[src/common/spi_macros.svh]
`ifndef SPI_MACROS_SVH
`define SPI_MACROS_SVH

// Width of one SPI transfer
`define SPI_DATA_W 8

// Width of the SCK divider register
`define SPI_DIV_W 16

// Smallest divider accepted, smaller writes are raised to this
`define SPI_DIV_MIN 2

// Divider loaded by reset
`define SPI_DIV_RESET 8

`endif
[src/common/spi_pkg.sv]
`default_nettype none

package spi_pkg;

	//////////////////////////////////////////////////////////////////////
	// Host command opcodes

	// Encoding is fixed because the host side drives these bits directly
	typedef enum logic [1:0] {
		// Write the SCK divider from cmd_data
		CMD_SET_DIV    = 2'd0,
		// One byte, chip select stays low afterwards
		CMD_XFER       = 2'd1,
		// One byte, chip select released with the ack
		CMD_XFER_LAST  = 2'd2,
		// Drop chip select, no bus activity
		CMD_CS_RELEASE = 2'd3
	} spi_cmd_e;

	//////////////////////////////////////////////////////////////////////
	// Command sequencer states

	typedef enum logic [2:0] {
		S_IDLE         = 3'd0,
		S_CS_SETUP     = 3'd1,
		S_SHIFT        = 3'd2,
		S_ACK          = 3'd3,
		S_WAIT_REQ_LOW = 3'd4
	} seq_state_e;

endpackage

`default_nettype wire

[src/logic/spi_master_top.sv]
`timescale 1ns/1ps
`default_nettype none

`include "spi_macros.svh"

module spi_master_top #(
	// Set when the remote device samples on falling SCK
	parameter bit SAMPLE_FALLING = 1'b0
) (
	input  wire                    clk,
	input  wire                    rst,

	// Host command port
	input  wire                    cmd_req,
	input  wire spi_pkg::spi_cmd_e cmd_op,
	input  wire [`SPI_DIV_W-1:0]   cmd_data,
	output logic                   cmd_ack,
	output logic [`SPI_DATA_W-1:0] rsp_data,

	// SPI pins
	output logic                   spi_sck,
	output logic                   spi_mosi,
	input  wire                    spi_miso,
	output logic                   spi_cs_n
);

	//////////////////////////////////////////////////////////////////////
	// Sequencer to engine

	logic [`SPI_DIV_W-1:0]  clkdiv;
	logic                   shift_start;
	logic [`SPI_DATA_W-1:0] tx_byte;
	logic                   shift_done;
	logic [`SPI_DATA_W-1:0] rx_byte;

	// Host handshake, divider and chip select
	spi_cmd_sequencer seq0 (
		.clk         (clk),
		.rst         (rst),
		.cmd_req     (cmd_req),
		.cmd_op      (cmd_op),
		.cmd_data    (cmd_data),
		.cmd_ack     (cmd_ack),
		.rsp_data    (rsp_data),
		.spi_cs_n    (spi_cs_n),
		.clkdiv      (clkdiv),
		.shift_start (shift_start),
		.tx_byte     (tx_byte),
		.shift_done  (shift_done),
		.rx_byte     (rx_byte)
	);

	// Byte shifter and SCK generation
	spi_shift_engine #(
		.SAMPLE_FALLING (SAMPLE_FALLING)
	) phy0 (
		.clk         (clk),
		.rst         (rst),
		.clkdiv      (clkdiv),
		.shift_start (shift_start),
		.tx_byte     (tx_byte),
		.shift_done  (shift_done),
		.rx_byte     (rx_byte),
		.spi_sck     (spi_sck),
		.spi_mosi    (spi_mosi),
		.spi_miso    (spi_miso)
	);

endmodule

`default_nettype wire

[src/logic/spi_cmd_sequencer.sv]
`timescale 1ns/1ps
`default_nettype none

`include "spi_macros.svh"

module spi_cmd_sequencer (
	input  wire                    clk,
	input  wire                    rst,

	// Host side, four-phase req/ack
	input  wire                    cmd_req,
	input  wire spi_pkg::spi_cmd_e cmd_op,
	input  wire [`SPI_DIV_W-1:0]   cmd_data,
	output logic                   cmd_ack,
	output logic [`SPI_DATA_W-1:0] rsp_data,

	// Chip select, active low
	output logic                   spi_cs_n,

	// Shift engine control
	output logic [`SPI_DIV_W-1:0]  clkdiv,
	output logic                   shift_start,
	output logic [`SPI_DATA_W-1:0] tx_byte,
	input  wire                    shift_done,
	input  wire [`SPI_DATA_W-1:0]  rx_byte
);

	import spi_pkg::*;

	//////////////////////////////////////////////////////////////////////
	// Divider limits

	localparam logic [`SPI_DIV_W-1:0] DIV_MIN   = `SPI_DIV_W'(`SPI_DIV_MIN);
	localparam logic [`SPI_DIV_W-1:0] DIV_RESET = `SPI_DIV_W'(`SPI_DIV_RESET);

	seq_state_e               state;

	// Opcode held for the length of the command
	spi_cmd_e                 op_q;

	// Counts the chip select setup time, one half period
	logic [`SPI_DIV_W-2:0]    setup_cnt;

	// Divider value after clamping
	logic [`SPI_DIV_W-1:0]    div_wr;

	// New command accepted this cycle
	logic                     req_start;

	// Too-small dividers would stall SCK generation
	assign div_wr = (cmd_data < DIV_MIN) ? DIV_MIN : cmd_data;

	assign req_start = (state == S_IDLE) && cmd_req;

	//////////////////////////////////////////////////////////////////////
	// Command FSM

	always_ff @(posedge clk) begin
		if (rst) begin
			state       <= S_IDLE;
			cmd_ack     <= 1'b0;
			spi_cs_n    <= 1'b1;
			clkdiv      <= DIV_RESET;
			shift_start <= 1'b0;
		end else begin
			// Launch is a single-cycle pulse
			shift_start <= 1'b0;

			case (state)
				S_IDLE: begin
					if (cmd_req) begin
						case (cmd_op)
							CMD_SET_DIV: begin
								clkdiv <= div_wr;
								state  <= S_ACK;
							end
							CMD_CS_RELEASE: begin
								state <= S_ACK;
							end
							CMD_XFER, CMD_XFER_LAST: begin
								if (spi_cs_n) begin
									// Device needs a half period after select
									spi_cs_n <= 1'b0;
									state    <= S_CS_SETUP;
								end else begin
									// Already selected, shift right away
									shift_start <= 1'b1;
									state       <= S_SHIFT;
								end
							end
						endcase
					end
				end

				S_CS_SETUP: begin
					if (setup_cnt == clkdiv[`SPI_DIV_W-1:1]) begin
						shift_start <= 1'b1;
						state       <= S_SHIFT;
					end
				end

				S_SHIFT: begin
					// Ack follows done by one cycle
					if (shift_done) begin
						cmd_ack <= 1'b1;
						if (op_q == CMD_XFER_LAST) begin
							spi_cs_n <= 1'b1;
						end
						state <= S_WAIT_REQ_LOW;
					end
				end

				S_ACK: begin
					cmd_ack <= 1'b1;
					// Release and ack land on the same edge
					if (op_q == CMD_CS_RELEASE) begin
						spi_cs_n <= 1'b1;
					end
					state <= S_WAIT_REQ_LOW;
				end

				S_WAIT_REQ_LOW: begin
					// Host holding req stalls here
					if (!cmd_req) begin
						cmd_ack <= 1'b0;
						state   <= S_IDLE;
					end
				end

				default: begin
					state <= S_IDLE;
				end
			endcase
		end
	end

	//////////////////////////////////////////////////////////////////////
	// Command payload and response

	always_ff @(posedge clk) begin
		if (req_start) begin
			op_q    <= cmd_op;
			tx_byte <= cmd_data[`SPI_DATA_W-1:0];
		end

		// Restarts from zero every time select is asserted
		if (state == S_CS_SETUP) begin
			setup_cnt <= setup_cnt + 1'b1;
		end else begin
			setup_cnt <= '0;
		end

		// Response only changes when a transfer completes
		if ((state == S_SHIFT) && shift_done) begin
			rsp_data <= rx_byte;
		end
	end

endmodule

`default_nettype wire

[src/spi_phy/spi_shift_engine.sv]
`timescale 1ns/1ps
`default_nettype none

`include "spi_macros.svh"

module spi_shift_engine #(
	// Set when the remote device samples on falling SCK
	parameter bit SAMPLE_FALLING = 1'b0
) (
	input  wire                    clk,
	input  wire                    rst,

	// Half period length is clkdiv/2 + 1 cycles
	input  wire [`SPI_DIV_W-1:0]   clkdiv,

	// Launch and result
	input  wire                    shift_start,
	input  wire [`SPI_DATA_W-1:0]  tx_byte,
	output logic                   shift_done,
	output logic [`SPI_DATA_W-1:0] rx_byte,

	// SPI pins
	output logic                   spi_sck,
	output logic                   spi_mosi,
	input  wire                    spi_miso
);

	//////////////////////////////////////////////////////////////////////
	// Half period bookkeeping

	// Cycle counter compares against clkdiv/2, one bit narrower
	localparam int HALF_CNT_W = `SPI_DIV_W - 1;

	// Two half periods per bit, then one trailing half period
	localparam int HALF_TOTAL = 2 * `SPI_DATA_W + 1;
	localparam int HALF_W     = $clog2(HALF_TOTAL + 1);

	// Half period after which SCK is parked low
	localparam logic [HALF_W-1:0] HALF_IDLE = HALF_W'(2 * `SPI_DATA_W);
	// Half period after which done fires
	localparam logic [HALF_W-1:0] HALF_LAST = HALF_W'(HALF_TOTAL);

	logic                    active;
	logic [HALF_CNT_W-1:0]   clk_cnt;
	logic [HALF_W-1:0]       half_cnt;
	logic [HALF_W-1:0]       half_nxt;
	logic                    half_end;

	// MSB goes out at launch so only the lower bits wait here
	logic [`SPI_DATA_W-2:0]  tx_shreg;
	logic [`SPI_DATA_W-1:0]  rx_shreg;

	// Last cycle of the current half period
	assign half_end = (clk_cnt == clkdiv[`SPI_DIV_W-1:1]);

	// Index of the half period that ends now, counting from 1
	assign half_nxt = half_cnt + 1'b1;

	//////////////////////////////////////////////////////////////////////
	// SCK, MOSI and done

	always_ff @(posedge clk) begin
		if (rst) begin
			active     <= 1'b0;
			clk_cnt    <= '0;
			half_cnt   <= '0;
			spi_sck    <= 1'b0;
			spi_mosi   <= 1'b0;
			shift_done <= 1'b0;
		end else begin
			shift_done <= 1'b0;

			if (shift_start) begin
				active   <= 1'b1;
				clk_cnt  <= '0;
				half_cnt <= '0;

				// Falling-edge devices see SCK high first
				spi_sck  <= SAMPLE_FALLING;

				// First bit is on the wire before any edge
				spi_mosi <= tx_byte[`SPI_DATA_W-1];
			end else if (active) begin
				if (half_end) begin
					clk_cnt  <= '0;
					half_cnt <= half_nxt;

					if (half_nxt == HALF_LAST) begin
						// Trailing half period is over
						active     <= 1'b0;
						shift_done <= 1'b1;
					end else if (half_nxt == HALF_IDLE) begin
						// All bits sampled, park SCK low
						spi_sck <= 1'b0;
					end else begin
						spi_sck <= ~spi_sck;

						// Even edges are the launch edges for the remote side
						if (!half_nxt[0]) begin
							spi_mosi <= tx_shreg[`SPI_DATA_W-2];
						end
					end
				end else begin
					clk_cnt <= clk_cnt + 1'b1;
				end
			end
		end
	end

	//////////////////////////////////////////////////////////////////////
	// Shift registers

	always_ff @(posedge clk) begin
		if (shift_start) begin
			tx_shreg <= tx_byte[`SPI_DATA_W-2:0];
		end else if (active && half_end && (half_nxt < HALF_IDLE)) begin
			if (half_nxt[0]) begin
				// Sampling edge, MISO has been stable for a half period
				rx_shreg <= {rx_shreg[`SPI_DATA_W-2:0], spi_miso};
			end else begin
				// Next bit moves up to the MSB position
				tx_shreg <= {tx_shreg[`SPI_DATA_W-3:0], 1'b0};
			end
		end

		// Result appears together with done and stays until the next byte
		if (active && half_end && (half_nxt == HALF_LAST)) begin
			rx_byte <= rx_shreg;
		end
	end

endmodule

`default_nettype wire

[config.mk]
export PLATFORM = sky130hd
export DESIGN_NAME = spi_master_top
export DESIGN_NICKNAME = d
export VERILOG_FILES = /design/src/common/spi_pkg.sv /design/src/logic/spi_master_top.sv /design/src/logic/spi_cmd_sequencer.sv /design/src/spi_phy/spi_shift_engine.sv
export VERILOG_INCLUDE_DIRS = /design/src /design/src/common
export SDC_FILE = /design/constraint.sdc
export NUM_CORES = 1
export LEC_CHECK = 0
export BUFFER_PORTS_ARGS = -buffer_cell sky130_fd_sc_hd__buf_2
export CORE_MARGIN = 3
export CORE_UTILIZATION = 50
export DETAILED_ROUTE_END_ITERATION = 12
export GPL_TIMING_DRIVEN = 0
export HOLD_SLACK_MARGIN = 0.15
export MAX_ROUTING_LAYER = met4
export PLACE_DENSITY = 0.76
export SLEW_MARGIN = 10
export SYNTH_ARGS = -nofsm -noshare
export SYNTH_HDL_FRONTEND = slang
export SYNTH_HIERARCHICAL = 1
export SYNTH_SLANG_ARGS = --single-unit
[constraint.sdc]
create_clock -name clk -period 2.7 [get_ports clk]
set_input_delay 0.405 -clock clk [delete_from_list [all_inputs] [get_ports clk]]
set_output_delay 0.405 -clock clk [all_outputs]
set_load 0.01 [all_outputs]
==> summary.txt <==
Vias/cell: 5.49
Max Clk Rate: 0.418 GHz
DRT Pass-1 Iters: 5
IO Pins: 34
setup tns final: 0 ns
status: finished, final reports clean
RD Place Congestion: 0.865
DIE AREA: 0.0102 mm2
via count: 3279
final wirelength: 8740 um
first-pass GRT wire length: 14700 um
Crit Path Class: flip-flop to flip-flop
post-synthesis cell count: 439
largest net degree at the start of global routing: 20
Final Setup Violations: 0
dpl cell area: 0.00485 mm2
Worst setup SP type: flip-flop
Final ANT Viol Nets: 0
clock tree root buffer cell: clkbuf_8
Worst Skew: 0.00962 ns
Multi-input gate area: 0.00197 mm2
minimum clock period after layout: 2.39 ns
DP Worst Slack: 0.344 ns
total track usage: 18.7%
clk slew on worst S/H paths: 0.10 ns
Area Growth Syn to Fin: 11.2%
Final period util: 88.6%
WHS: 0.212 ns
Arr. time, crit path: 2.39 ns
# resized after CTS: 0
fill count: 755
maximum VDD drop: 0.000270 V
Detail Placement HPWL: 6570 um
post-synthesis cell area: 0.00453 mm2
RSZ-0062 raised after global routing: no
H-tree depth: 3
final hold vios: 0
final worst slack: 0.307 ns
Finished Layout Cells: 597
pwr dens: 570 mW/mm2
fraction of layout cells with a size suffix above 1: 17.2%
chip height: 101 um
Syn Area/Cell: 10.3 um2
Worst slew margin: 47.7%
core area: 0.00876 mm2
post-CTS setup buffer count: 0
max-capacitance violation count: 0
max-slew violation count: 0
Inst Count DP: 581
# rows: 34
clk_lat worst skew: 0.36 ns
CTS Sinks: 101
CP Data Required Time: 2.70 ns
port bufs: 33
Syn Nets: 467
post-layout util: 57.5%
Die X-Extent: 101 um
Worst Setup End Kind: flip-flop
initial antenna violation count: 0
antenna cells: 0
Initial Utilization: 51.7%
Final #Nets: 512
Overflow after GRT: 0
LEAKAGE: 1.98 nW
vias in the first global route: 3196
Max Root-Sink Buffers: 2
First DRT Iteration DRCs: 141
TritonCTS clock tree: yes
Hold WC Path Type: input port to flip-flop
final instance area: 0.00504 mm2
slack of the worst reg-to-reg path: 0.31 ns
CTS buffer count: 9
Design Power: 2.87 mW
DR DRC count: 0
hold_buf cts: 0
Yosys Warn Count: 6
DR WL/cell: 14.6 um
storage element area: 0.00243 mm2
maximum fanout along the worst path: 8
Slew @ Worst Pin: 0.780 ns
## layout make-up
cell class	count	share of cell area (%)
inverter	13	0.969
sequential	101	48.3
buffer	20	1.94
tap	108	2.68
clock buffer	10	2.53
timing repair buffer	34	3.43
multi-input combinational	305	39.1
clock inverter	6	1.09
## registers in the layout, indices dropped and copies added, names as in the netlist, 2 cells and up
name and count:
phy0/tx_shreg 7, phy0/half_cnt 5, seq0/setup_cnt 15, seq0/tx_byte 8
seq0/op_q 2, seq0/state 3, seq0/rsp_data 8, phy0/rx_byte 8
phy0/clk_cnt 15, phy0/rx_shreg 8, seq0/clkdiv 15
## final timing paths
path | to | from | depth (start not counted)
max | phy0/rx_byte[7] | phy0/clk_cnt[7] | 5
min | seq0/tx_byte[0] | cmd_data[0] | 1
max reg2reg | phy0/rx_byte[7] | phy0/clk_cnt[7] | 5
min reg2reg | seq0/rsp_data[4] | phy0/rx_byte[4] | 0
## where the power goes
group          total (mW)  leakage, nW  internal [mW]  switching [mW]
combinational       0.293         1.03          0.113           0.179
clock               0.887       0.0938          0.355           0.532
sequential           1.69        0.857           1.64          0.0467
total                2.87         1.98           2.11           0.758
## critical path: stages (launching register included)
cell and delay, ns:
dfxtp_1 0.47, xor2_1 0.13, nor4_2 0.40, nand4_1 0.22, or2_1 0.30, nor2_1 0.52
## metal layers
layer	track usage (%)	vias up	wire, um
li1	-	1644	-
met1	23.1	1576	3950
met2	30.2	52	4370
met3	4.13	7	325
met4	6.85	0	97
met5	-	-	0
## layout by cell type (no fill, tap or decap), drive strengths merged, types with 3 or more instances in the layout
cell type / instances
a21oi: 27
and2: 3
and4: 4
buf: 45
clkbuf: 19
dfxtp: 60
edfxtp: 41
ha: 6
inv: 17
mux2: 6
nand2: 55
nand3: 10
nand3b: 3
nand4: 14
nor2: 45
nor2b: 4
nor3: 11
nor4: 13
o211ai: 3
o21ai: 5
or2: 4
or3: 3
or4: 3
xnor2: 11
xor2: 42
No activity file was read; power rests on OpenSTA's default activity.
